[src/design/wiscPkg.sv]
package wiscPkg;

   localparam int DataWidth = 16;                 // Machine word size

   typedef enum logic [4:0] {
      OpHalt  = 5'b00000,
      OpNop   = 5'b00001,
      OpJ     = 5'b00100,
      OpAddi  = 5'b01000,
      OpSubi  = 5'b01001,
      OpXori  = 5'b01010,
      OpAndni = 5'b01011,
      OpBeqz  = 5'b01100,
      OpBnez  = 5'b01101,
      OpBltz  = 5'b01110,
      OpBgez  = 5'b01111,
      OpSt    = 5'b10000,
      OpLd    = 5'b10001,
      OpSlbi  = 5'b10010,
      OpLbi   = 5'b11000,
      OpAlu   = 5'b11011                          // ADD/SUB/XOR/ANDN, func picks
   } opcodeE;

   typedef enum logic [2:0] {
      AluAdd       = 3'd0,
      AluSub       = 3'd1,                        // B minus A
      AluXor       = 3'd2,
      AluAndn      = 3'd3,                        // A and not B
      AluPassB     = 3'd4,
      AluShiftLoad = 3'd5                         // SLBI
   } aluOpE;

   // regDst codes
   localparam logic [1:0] RegDstRdI = 2'd0;      // rd of iFmt
   localparam logic [1:0] RegDstRs  = 2'd1;
   localparam logic [1:0] RegDstRdR = 2'd2;      // rd of rFmt

   // immSel codes
   localparam logic [1:0] ImmSel5  = 2'd0;
   localparam logic [1:0] ImmSel8  = 2'd1;
   localparam logic [1:0] ImmSel11 = 2'd2;

   // brCond codes
   localparam logic [1:0] BrEqz = 2'd0;
   localparam logic [1:0] BrNez = 2'd1;
   localparam logic [1:0] BrLtz = 2'd2;
   localparam logic [1:0] BrGez = 2'd3;

   typedef struct packed {
      opcodeE     opcode;
      logic [2:0] rs;
      logic [2:0] rt;
      logic [2:0] rd;
      logic [1:0] func;
   } rFmtT;

   typedef struct packed {
      opcodeE     opcode;
      logic [2:0] rs;
      logic [2:0] rd;                             // Same bits as rt
      logic [4:0] imm5;
   } iFmtT;

   typedef union packed {
      rFmtT rFmt;
      iFmtT iFmt;
   } instrU;

   typedef struct packed {
      logic       regWrite;
      logic [1:0] regDst;
      logic       zeroExt;
      logic [1:0] immSel;
      logic       aluSrcImm;
      aluOpE      aluOp;
      logic       memRead;
      logic       memWrite;
      logic       memToReg;
      logic       branch;
      logic [1:0] brCond;
      logic       jump;
      logic       halt;
   } ctrlT;

   typedef struct packed {
      ctrlT                 ctrl;
      logic [DataWidth-1:0] rdA;
      logic [DataWidth-1:0] rdB;
      logic [DataWidth-1:0] imm;
      logic [2:0]           wrReg;
   } decodeOutT;

   typedef struct packed {
      logic                 rdEn;
      logic                 wrEn;
      logic [DataWidth-1:0] addr;
      logic [DataWidth-1:0] wdata;
   } memReqT;

   typedef struct packed {
      logic [DataWidth-1:0] aluRes;
      logic                 brTaken;
      memReqT               mem;
      ctrlT                 ctrl;
      logic [2:0]           wrReg;
   } execOutT;

   typedef struct packed {
      logic                 en;
      logic [2:0]           regIdx;               // Destination register
      logic [DataWidth-1:0] data;
   } wbT;

endpackage
[src/design/wiscCore.sv]
`timescale 1ns/1ps

module wiscCore import wiscPkg::*; #(
   parameter logic [DataWidth-1:0] ResetPc = '0
) (
   input  logic                 clk,
   input  logic                 rstN,
   input  instrU                instr,
   input  logic                 instrValid,
   input  logic [DataWidth-1:0] memRdata,     // Same-cycle read data
   output memReqT               memReq,
   output wbT                   wb,           // Write-back trace
   output logic [DataWidth-1:0] pc,
   output logic                 halted,
   output logic                 err
);

   decodeOutT dec;
   execOutT   ex;
   logic      enable;

   decodeStage decode0 (
      .clk   (clk),
      .rstN  (rstN),
      .instr (instr),
      .wb    (wb),                                // Register write port
      .dec   (dec),
      .err   (err)
   );

   executeStage execute0 (
      .dec    (dec),
      .enable (enable),
      .ex     (ex),
      .memReq (memReq)
   );

   resultStage #(
      .ResetPc (ResetPc)
   ) result0 (
      .clk        (clk),
      .rstN       (rstN),
      .instrValid (instrValid),
      .ex         (ex),
      .memRdata   (memRdata),
      .wb         (wb),
      .pc         (pc),
      .halted     (halted),
      .enable     (enable)
   );

endmodule

[src/design/resultStage.sv]
`timescale 1ns/1ps

module resultStage import wiscPkg::*; #(
   parameter logic [DataWidth-1:0] ResetPc = '0
) (
   input  logic                 clk,
   input  logic                 rstN,
   input  logic                 instrValid,
   input  execOutT              ex,
   input  logic [DataWidth-1:0] memRdata,
   output wbT                   wb,
   output logic [DataWidth-1:0] pc,
   output logic                 halted,
   output logic                 enable
);

   logic [DataWidth-1:0] pcInc;
   logic [DataWidth-1:0] pcNext;

   assign enable = instrValid & ~halted;          // Cycle is accepted

   assign wb.en     = enable & ex.ctrl.regWrite;
   assign wb.regIdx = ex.wrReg;
   assign wb.data   = ex.ctrl.memToReg ? memRdata : ex.aluRes;

   // Offset arrives as aluRes for branch and jump
   assign pcInc  = pc + DataWidth'(2);
   assign pcNext = (ex.brTaken | ex.ctrl.jump) ? pcInc + ex.aluRes : pcInc;

   always_ff @(posedge clk or negedge rstN) begin
      if (!rstN) begin
         pc     <= ResetPc;
         halted <= 1'b0;
      end else if (enable) begin
         pc <= pcNext;                            // Illegal opcodes advance too
         if (ex.ctrl.halt) begin
            halted <= 1'b1;                       // Sticky until reset
         end
      end
   end

endmodule

[src/design/executeStage.sv]
`timescale 1ns/1ps

module executeStage import wiscPkg::*; (
   input  decodeOutT dec,
   input  logic      enable,
   output execOutT   ex,
   output memReqT    memReq
);

   logic [DataWidth-1:0] opA;
   logic [DataWidth-1:0] opB;
   logic [DataWidth-1:0] aluRes;
   logic                 condMet;

   assign opA = dec.rdA;
   assign opB = dec.ctrl.aluSrcImm ? dec.imm : dec.rdB;

   always_comb begin
      case (dec.ctrl.aluOp)
         AluAdd:       aluRes = opA + opB;        // Also LD/ST address
         AluSub:       aluRes = opB - opA;        // WISC order
         AluXor:       aluRes = opA ^ opB;
         AluAndn:      aluRes = opA & ~opB;
         AluPassB:     aluRes = opB;              // LBI, branch and jump offsets
         AluShiftLoad: aluRes = {opA[DataWidth-9:0], 8'h00} | opB;
         default:      aluRes = '0;
      endcase
   end

   // Branch tests rs only
   always_comb begin
      case (dec.ctrl.brCond)
         BrEqz:   condMet = (dec.rdA == '0);
         BrNez:   condMet = (dec.rdA != '0);
         BrLtz:   condMet = dec.rdA[DataWidth-1];  // Sign set
         default: condMet = ~dec.rdA[DataWidth-1];
      endcase
   end

   assign memReq.rdEn  = enable & dec.ctrl.memRead;   // No strobes while idle or halted
   assign memReq.wrEn  = enable & dec.ctrl.memWrite;
   assign memReq.addr  = aluRes;
   assign memReq.wdata = dec.rdB;

   assign ex.aluRes  = aluRes;
   assign ex.brTaken = dec.ctrl.branch & condMet;
   assign ex.mem     = memReq;
   assign ex.ctrl    = dec.ctrl;
   assign ex.wrReg   = dec.wrReg;

endmodule

[src/design/decodeStage.sv]
`timescale 1ns/1ps

module decodeStage import wiscPkg::*; (
   input  logic      clk,
   input  logic      rstN,
   input  instrU     instr,
   input  wbT        wb,
   output decodeOutT dec,
   output logic      err
);

   ctrlT                 ctrl;
   logic [DataWidth-1:0] rdA;
   logic [DataWidth-1:0] rdB;
   logic [DataWidth-1:0] imm;
   logic [2:0]           wrReg;
   logic [4:0]           imm5;
   logic [7:0]           imm8;
   logic [10:0]          imm11;

   controlDecoder ctrlDec0 (
      .opcode (instr.rFmt.opcode),
      .func   (instr.rFmt.func),
      .ctrl   (ctrl),
      .err    (err)
   );

   regFile regFile0 (
      .clk    (clk),
      .rstN   (rstN),
      .rdSelA (instr.rFmt.rs),
      .rdSelB (instr.rFmt.rt),                    // Also ST source (iFmt rd)
      .wb     (wb),
      .rdA    (rdA),
      .rdB    (rdB)
   );

   assign imm5  = instr.iFmt.imm5;
   assign imm8  = {instr.iFmt.rd, instr.iFmt.imm5};
   assign imm11 = {instr.iFmt.rs, instr.iFmt.rd, instr.iFmt.imm5};

   always_comb begin
      case (ctrl.immSel)
         ImmSel8:  imm = ctrl.zeroExt ? {{(DataWidth-8){1'b0}}, imm8}
                                      : {{(DataWidth-8){imm8[7]}}, imm8};
         ImmSel11: imm = {{(DataWidth-11){imm11[10]}}, imm11}; // J is always signed
         default:  imm = ctrl.zeroExt ? {{(DataWidth-5){1'b0}}, imm5}
                                      : {{(DataWidth-5){imm5[4]}}, imm5};
      endcase
   end

   always_comb begin
      case (ctrl.regDst)
         RegDstRs:  wrReg = instr.iFmt.rs;        // LBI, SLBI
         RegDstRdR: wrReg = instr.rFmt.rd;
         default:   wrReg = instr.iFmt.rd;
      endcase
   end

   assign dec = '{ctrl: ctrl, rdA: rdA, rdB: rdB, imm: imm, wrReg: wrReg};

endmodule

[src/design/regFile.sv]
`timescale 1ns/1ps

module regFile import wiscPkg::*; (
   input  logic                 clk,
   input  logic                 rstN,
   input  logic [2:0]           rdSelA,
   input  logic [2:0]           rdSelB,
   input  wbT                   wb,
   output logic [DataWidth-1:0] rdA,
   output logic [DataWidth-1:0] rdB
);

   logic [DataWidth-1:0] regs [0:7];             // R0 is a normal register

   always_ff @(posedge clk or negedge rstN) begin
      if (!rstN) begin
         for (int i = 0; i < 8; i++) begin
            regs[i] <= '0;
         end
      end else if (wb.en) begin
         regs[wb.regIdx] <= wb.data;
      end
   end

   // No write bypass, new value shows next cycle
   assign rdA = regs[rdSelA];
   assign rdB = regs[rdSelB];

endmodule

[src/design/controlDecoder.sv]
`timescale 1ns/1ps

module controlDecoder import wiscPkg::*; (
   input  opcodeE     opcode,
   input  logic [1:0] func,
   output ctrlT       ctrl,
   output logic       err
);

   always_comb begin
      ctrl = '0;                                  // NOP and illegal share this
      err  = 1'b0;
      case (opcode)
         OpHalt: ctrl.halt = 1'b1;
         OpNop: ;                                 // Nothing to do
         OpAlu: begin
            ctrl.regWrite = 1'b1;
            ctrl.regDst   = RegDstRdR;
            case (func)                           // Func selects the operation
               2'b00:   ctrl.aluOp = AluAdd;
               2'b01:   ctrl.aluOp = AluSub;
               2'b10:   ctrl.aluOp = AluXor;
               default: ctrl.aluOp = AluAndn;
            endcase
         end
         OpAddi, OpSubi, OpXori, OpAndni: begin
            ctrl.regWrite  = 1'b1;
            ctrl.regDst    = RegDstRdI;
            ctrl.immSel    = ImmSel5;
            ctrl.aluSrcImm = 1'b1;
            ctrl.zeroExt   = opcode inside {OpXori, OpAndni}; // Logical ops zero-extend
            case (opcode)
               OpAddi:  ctrl.aluOp = AluAdd;
               OpSubi:  ctrl.aluOp = AluSub;
               OpXori:  ctrl.aluOp = AluXor;
               default: ctrl.aluOp = AluAndn;
            endcase
         end
         OpLbi: begin
            ctrl.regWrite  = 1'b1;
            ctrl.regDst    = RegDstRs;            // LBI writes rs
            ctrl.immSel    = ImmSel8;
            ctrl.aluSrcImm = 1'b1;
            ctrl.aluOp     = AluPassB;
         end
         OpSlbi: begin
            ctrl.regWrite  = 1'b1;
            ctrl.regDst    = RegDstRs;
            ctrl.immSel    = ImmSel8;
            ctrl.zeroExt   = 1'b1;                // Low byte is or-ed in unsigned
            ctrl.aluSrcImm = 1'b1;
            ctrl.aluOp     = AluShiftLoad;
         end
         OpSt, OpLd: begin
            ctrl.immSel    = ImmSel5;
            ctrl.aluSrcImm = 1'b1;
            ctrl.aluOp     = AluAdd;              // Address = rs + imm5
            ctrl.memWrite  = (opcode == OpSt);
            ctrl.memRead   = (opcode == OpLd);
            ctrl.memToReg  = (opcode == OpLd);
            ctrl.regWrite  = (opcode == OpLd);
            ctrl.regDst    = RegDstRdI;
         end
         OpBeqz, OpBnez, OpBltz, OpBgez: begin
            ctrl.branch    = 1'b1;
            ctrl.brCond    = opcode[1:0];         // Low opcode bits match brCond codes
            ctrl.immSel    = ImmSel8;
            ctrl.aluSrcImm = 1'b1;
            ctrl.aluOp     = AluPassB;            // Offset rides out on aluRes
         end
         OpJ: begin
            ctrl.jump      = 1'b1;
            ctrl.immSel    = ImmSel11;
            ctrl.aluSrcImm = 1'b1;
            ctrl.aluOp     = AluPassB;
         end
         default: err = 1'b1;                     // Unsupported opcode
      endcase
   end

endmodule

[config.mk]
export PLATFORM = sky130hd
export DESIGN_NAME = wiscCore
export DESIGN_NICKNAME = d
export VERILOG_FILES = /design/src/design/wiscPkg.sv /design/src/design/wiscCore.sv /design/src/design/resultStage.sv /design/src/design/executeStage.sv /design/src/design/decodeStage.sv /design/src/design/regFile.sv /design/src/design/controlDecoder.sv
export SDC_FILE = /design/constraint.sdc
export NUM_CORES = 1
export LEC_CHECK = 0
export BUFFER_PORTS_ARGS = -buffer_cell sky130_fd_sc_hd__buf_2
export CAP_MARGIN = 0
export CORE_UTILIZATION = 55
export CTS_CLUSTER_SIZE = 8
export DETAILED_ROUTE_END_ITERATION = 12
export PLACE_DENSITY = 0.76
export SLEW_MARGIN = 10
export SYNTH_ARGS = -nofsm -noshare
export SYNTH_HDL_FRONTEND = slang
export SYNTH_SLANG_ARGS = --single-unit
[constraint.sdc]
create_clock -name clk -period 5.54 [get_ports clk]
set_input_delay 0.554 -clock clk [delete_from_list [all_inputs] [get_ports clk]]
set_output_delay 0.554 -clock clk [all_outputs]
set_load 0.01 [all_outputs]
Word level (Yosys, flattened, before mapping)
Cells that the tools add are included.
{"block": "op_classes", "addsub": 4, "order_cmp": 4, "eq_ne": 28, "n_mux": 29, "bitwise": 15, "reduce_logical": 17}
{"cell": "two-way mux 16 bit", "count": 10}
{"cell": "bitwise mux 128 bit", "count": 1}
{"cell": "binary-select mux 16 bit (select 3 bit)", "count": 2}
{"cell": "case mux 16 bit (6 select lines)", "count": 1}
{"cell": "demux 16 bit (select 3 bit)", "count": 1}
{"cell": "== test 5 x 4 -> 1 bit, second input constant", "count": 8}
{"cell": "adder 16 bit", "count": 2}
{"cell": "case mux 16 bit (2 select lines)", "count": 1}
{"cell": "== test 5 bit, second input constant", "count": 5}
{"cell": "case mux 3 bit (4 select lines)", "count": 2}
{"cell": "OR reduction 6 bit", "count": 3}
{"cell": "adder 16 x 2 -> 16 bit, second input constant", "count": 1}
{"cell": "bitwise AND 16 bit", "count": 1}
{"cell": "zero test 16 bit", "count": 1}
{"cell": "inverter 16 bit", "count": 1}
{"cell": "OR 16 bit", "count": 1}
{"cell": "nonzero test 16 bit", "count": 1}
{"cell": "OR reduction 16 bit", "count": 1}
{"cell": "subtractor 16 bit", "count": 1}
{"cell": "bitwise XOR 16 bit", "count": 1}
{"cell": ">= comparator 4 bit, second input constant", "count": 3}
{"cell": "inverter 3 -> 4 bit", "count": 3}
{"cell": "case mux 2 bit (3 select lines)", "count": 2}
{"cell": "case mux 3 bit (3 select lines)", "count": 1}
{"cell": "other kinds (24)", "count": 43}
{"block": "word_totals", "regBits": 145, "inputBits": 35, "output_inout_bits": 72, "word_cells": 107}

Depth between registers and ports, before layout
{"block": "depth", "ltp_word": 11, "mapped_depth": 36, "depth_no_buf": 33}

Modules after synthesis
From an unflattened synthesis, not the netlist that was laid out.
{"block": "hier_totals", "cells_unflattened": 1153, "hier_area_um2": 12582.1}
{"mod": "regFile", "instances": 1, "cells_per_inst": 393, "area_per_inst_um2": 7000.5, "seq_area_each_um2": 3203.1}
{"mod": "executeStage", "instances": 1, "cells_per_inst": 396, "area_per_inst_um2": 2761.4, "seq_area_each_um2": 0.0}
{"mod": "resultStage", "instances": 1, "cells_per_inst": 268, "area_per_inst_um2": 2158.3, "seq_area_each_um2": 425.4}
{"mod": "controlDecoder", "instances": 1, "cells_per_inst": 56, "area_per_inst_um2": 381.6, "seq_area_each_um2": 0.0}
{"mod": "decodeStage", "instances": 1, "cells_per_inst": 40, "area_per_inst_um2": 280.3, "seq_area_each_um2": 0.0}

Worst setup path before layout
OpenSTA, ideal clock, no wires.
{"block": "synth_path", "path_kind": "input to register", "start": "input instr[5] in the netlist's numbering", "end": "register result0.pc[15]", "setup_ps": 124, "t_arrival_ps": 6309, "t_required_ps": 5416, "slack_ps": -893, "stages": 29, "path_buffers": 2, "cell_sequence": "clkbuf_1 buf_1 mux4_2 mux2_2 nand2_1 nand2_1 inv_1 ha_1 inv_1 fa_1 a21o_1 a21o_1 a21o_1 a21o_1 a21oi_1 o21bai_1 xor2_1 a221o_1 ha_1 nand3_1 o31a_1 a211oi_1 a31oi_1 o21a_1 nor3_1 a31oi_1 o311ai_1 nor2_1 xnor2_1"}
{"element": "start, declared", "line_no": "wiscCore.sv:8", "text": "input instrU instr,"}
{"element": "end signal, assigned", "line_no": "resultStage.sv:32", "text": "pc <= ResetPc;"}
{"element": "end signal, assigned", "line_no": "resultStage.sv:35", "text": "pc <= pcNext;"}
{"element": "end, declared", "line_no": "resultStage.sv:12", "text": "output logic [DataWidth-1:0] pc,"}

Final worst setup path
{"block": "layout_path", "start": "register decode0.regFile0.regs[64] in the netlist's numbering", "end": "register result0.pc[15]"}
{"block": "layout_between", "elab_chain_len": 9, "word_cells_on_any_way": 21, "classes_between": "add/sub (3); mux (10); bitwise (6); reduce/logical (2)"}
{"element": "start, declared", "line_no": "regFile.sv:13", "text": "logic [DataWidth-1:0] regs [0:7];"}
{"element": "start signal, assigned by index", "line_no": "regFile.sv:21", "text": "regs[wb.regIdx] <= wb.data;"}
{"element": "parallel branches: the longest is 8 deep, another holds subtractor 16 bit"}
{"element": "two-way mux 16 bit *", "line_no": "resultStage.sv:28", "text": "assign pcNext = (ex.brTaken | ex.ctrl.jump) ? pcInc + ex.aluRes : pcInc;"}
Mark *: on every way between the ends. The select of a mux whose other input is x is not followed.
A chain may end at the register's enable or synchronous reset.

==> impl_metrics.tcl <==
set metrics [dict create \
    status "complete, no violations" \
    period_needed_ns 5.36 \
    combPwrFrac_pct 71.2 \
    crit_path_start_kind "flip-flop" \
    drt_first_pass_iters 8 \
    antenna_found_initial 0 \
    drt-met1-wl_um 13400 \
    clk_latency_ns 0.44 \
    fin_cells 1579 \
    synth_common_cells "mux2_2 (149), dfrtp_1 (145), nand2_1 (96)" \
    dieArea_um2 20700 \
    synth_fa_ha_area_share_pct 6.46 \
    numCtsBuffers 17 \
    drt_iter0_drc 792 \
    p_sw_share_pct 44.1 \
    min_path_type "in -> async" \
    num_vias 9754 \
    htreeDepth 4 \
    cts.sinks 145 \
    arrival_ns 5.68 \
    initial_core_util_pct 56.5 \
    seq_area_frac_synth_pct 32.8 \
    grt_pass1_vias 9591 \
    synthArstFlopShare_pct 100 \
    synth_area_um2 11100 \
    power_density_nw_per_um2 770 \
    clockBufferDepth 2 \
    final_layout_size_suffix_gt1_share_pct 43.2 \
    chipHeight_um 144 \
    endpoint_kind "flip-flop" \
    track_usage_pct 32.7 \
    yosysWarnings 0 \
    ys_ff_latch 145 \
    finalWeightedCongestion 0.944 \
    clock_skew_ns 0.0115 \
    synth_ff_type "dfrtp_1" \
    netlist-cell-type-count 66 \
    grt_overflow 0 \
    diodes 0 \
    avgSynthCellArea_um2 10.5 \
    syn_nets 1143 \
    ir_worst_vdd_v 0.000422 \
    dr_wl_met2_um 16000 \
    clk_pin_slew_ns 0.07 \
    wirelength_um 32800 \
    cts_tree "done" \
    rows 51 \
    synth_edf_count 0 \
    final-hold-violation-count 0 \
    drtAntennaViolNets 0 \
    seqPwrFrac_pct 17.9 \
    met3RoutedLength_um 2190 \
    maxUsedRoutingLayer "met4" \
    switchingPower_uw 4700 \
    vias_per_cell 6.18 \
    grt_max_degree 97 \
    rsz0062_at_grt "true" \
    nets 1393 \
    slew_violations 0 \
    root_buffer "clkbuf_16" \
    io_buffers 106 \
    yosys.area.top_type "dfrtp_1" \
    synth_top_family_by_area "multiplexers" \
    hpwl_um 23800 \
    yosys-top-cells-area "dfrtp_1 (33%), mux2_2 (15%), mux4_2 (12%), ha_1 (6.1%), nand2_1 (3.3%)" \
    grt_pass1_wl_um 50700 \
    synth_compound_area_share_pct 12.6 \
    clock_power_share_pct 10.9 \
    setup_violations 0 \
    ios 107 \
    coreArea_um2 19600 \
    yosys.area_share.simple_pct 9.86 \
    worst_pin_slew_ns 1.11 \
    syn_to_final_growth_pct 25.0 \
    drc 0 \
    timing.setup.tns_ns 0 \
    dp_cells 1547 \
    path_max_fanout 5 \
    cts_hold_buf 0 \
    required_ns 5.87 \
    maxCapViolCount 0 \
    post_drt_wl_per_cell_um 20.8 \
    synth_xor_area_share_pct 4.19 \
    yosysMostFrequentCell "mux2_2" \
    crit_type "reg -> reg" \
    internal_power_uw 5960 \
    maxClockFrequency_mhz 187 \
    fin_crit_sh_pct 96.7 \
    synth.mux.area_fraction_pct 30.0 \
    p_leak_uw 0.00661 \
    slew_headroom_pct 25.7 \
    fp.dieW_um 144 \
    yosysTopAreaCellShare_pct 32.8 \
    synthCells 1052 \
]
logic make-up after synthesis:
kind of cell / after synthesis
AO/OA/AOI/OAI: 211
XOR/XNOR: 53
adder cells (fa/ha/maj): 56
buffers and inverters: 109
flip-flops: 145
multiplexers: 241
AND/OR/NAND/NOR: 237
final timing paths:
| path | startpoint | to | slack, ns | depth (start not counted) |
|---|---|---|---|---|
| min reg2reg | result0.halted$_DFFE_PN0P_ | result0.halted$_DFFE_PN0P_ | 0.51 | 1 |
| min | rstN | result0.pc[8]$_DFFE_PN0P_ | 0.20 | 1 |
| max in group asynchronous | rstN | decode0.regFile0.regs[124]$_DFFE_PN0P_ | 4.10 | 2 |
| max | decode0.regFile0.regs[64]$_DFFE_PN0P_ | result0.pc[15]$_DFFE_PN0P_ | 0.18 | 27 |
| min in group clk | instrValid | result0.halted$_DFFE_PN0P_ | 0.38 | 2 |
| max reg2reg | decode0.regFile0.regs[64]$_DFFE_PN0P_ | result0.pc[15]$_DFFE_PN0P_ | 0.18 | 27 |
worst max-delay path, cell delays in order, from the launching register on:
cell and delay [ns]:
dfrtp_1 0.40, mux4_2 0.46, mux2_4 0.30, nand2_2 0.08, nand2_2 0.06, inv_2 0.06
ha_2 0.17, inv_1 0.05, fa_2 0.36, a21o_1 0.17, a21o_1 0.20, a21o_1 0.18
a21o_1 0.17, a21oi_2 0.15, o21bai_1 0.09, xor2_1 0.15, a221o_1 0.37, ha_4 0.25
and3_1 0.15, a21oi_1 0.12, o31a_1 0.19, a211oi_2 0.09, a31oi_1 0.22, o21a_2 0.20
nand4_1 0.13, o32ai_2 0.24, nor2_1 0.09, xnor2_1 0.13
per-stage QoR:
stage | total power, uW | hold slack (ns) | instance area [um2] | setup slack [ns] | util, %
after global routing | 11400 | 0.266 | 13800 | -0.0887 | 70.7
after global placement | 8960 | 0.497 | 13100 | -0.123 | 67.0
after detailed placement | 9200 | 0.496 | 13100 | -0.305 | 67.0
after floorplan | 6130 | 0.258 | 11200 | -0.246 | -
after CTS | 10400 | 0.236 | 13700 | 0.0613 | 70.0
final | 10700 | 0.197 | 13800 | 0.184 | 70.7
power groups by stage:
stage / registers (uW) / logic (uW) / clock network, uW
floorplan: 1780 / 4350 / 0
global placement: 1860 / 7100 / 0
detailed placement: 1900 / 7310 / 0
CTS: 1890 / 7370 / 1170
global route: 1960 / 8270 / 1210
finish: 1910 / 7590 / 1160
layout by cell type, fill, tap and decap left out, drive strengths merged, types with 4 or more instances in the layout:
cell type,count
a211oi,6
a21o,16
a21oi,36
a222oi,7
a22oi,15
a31oi,7
a41oi,4
and3,8
buf,288
clkbuf,20
dfrtp,145
ha,54
inv,59
mux2,161
mux2i,23
mux4,57
nand2,96
nand2b,11
nand3,5
nand4,7
nor2,67
nor2b,5
nor3,19
o21a,12
o21ai,62
o21bai,6
o221ai,6
o22ai,4
o31ai,6
xnor2,32
xor2,21
timing repair:
action,4_1_cts,5_1_grt
endpoints found under the setup margin,0,8
buffers inserted,0,1
resized for setup,0,28
hold endpoints to repair,0,0
registers in the layout (all words and copies together) (netlist names):
| name | count |
|---|---|
| decode0.regFile0.regs | 128 |
| result0.halted | 1 |
| result0.pc | 16 |
final cells by class:
class / count / area (um2)
clock buffers: 20 / 467
clock inverters: 11 / 119
fillers: 1406 / 5740
inverters: 52 / 195
multi-input cells: 798 / 7170
flip-flops and latches: 145 / 3630
well taps: 265 / 332
repair buffers: 288 / 1940
per-layer routing:
layer	GRT usage, %	up-vias
li1	-	4406
met1	41.0	4829
met2	55.6	430
met3	5.40	89
met4	14.0	0
met5	0	-
No activity file was read; power rests on OpenSTA's default activity.
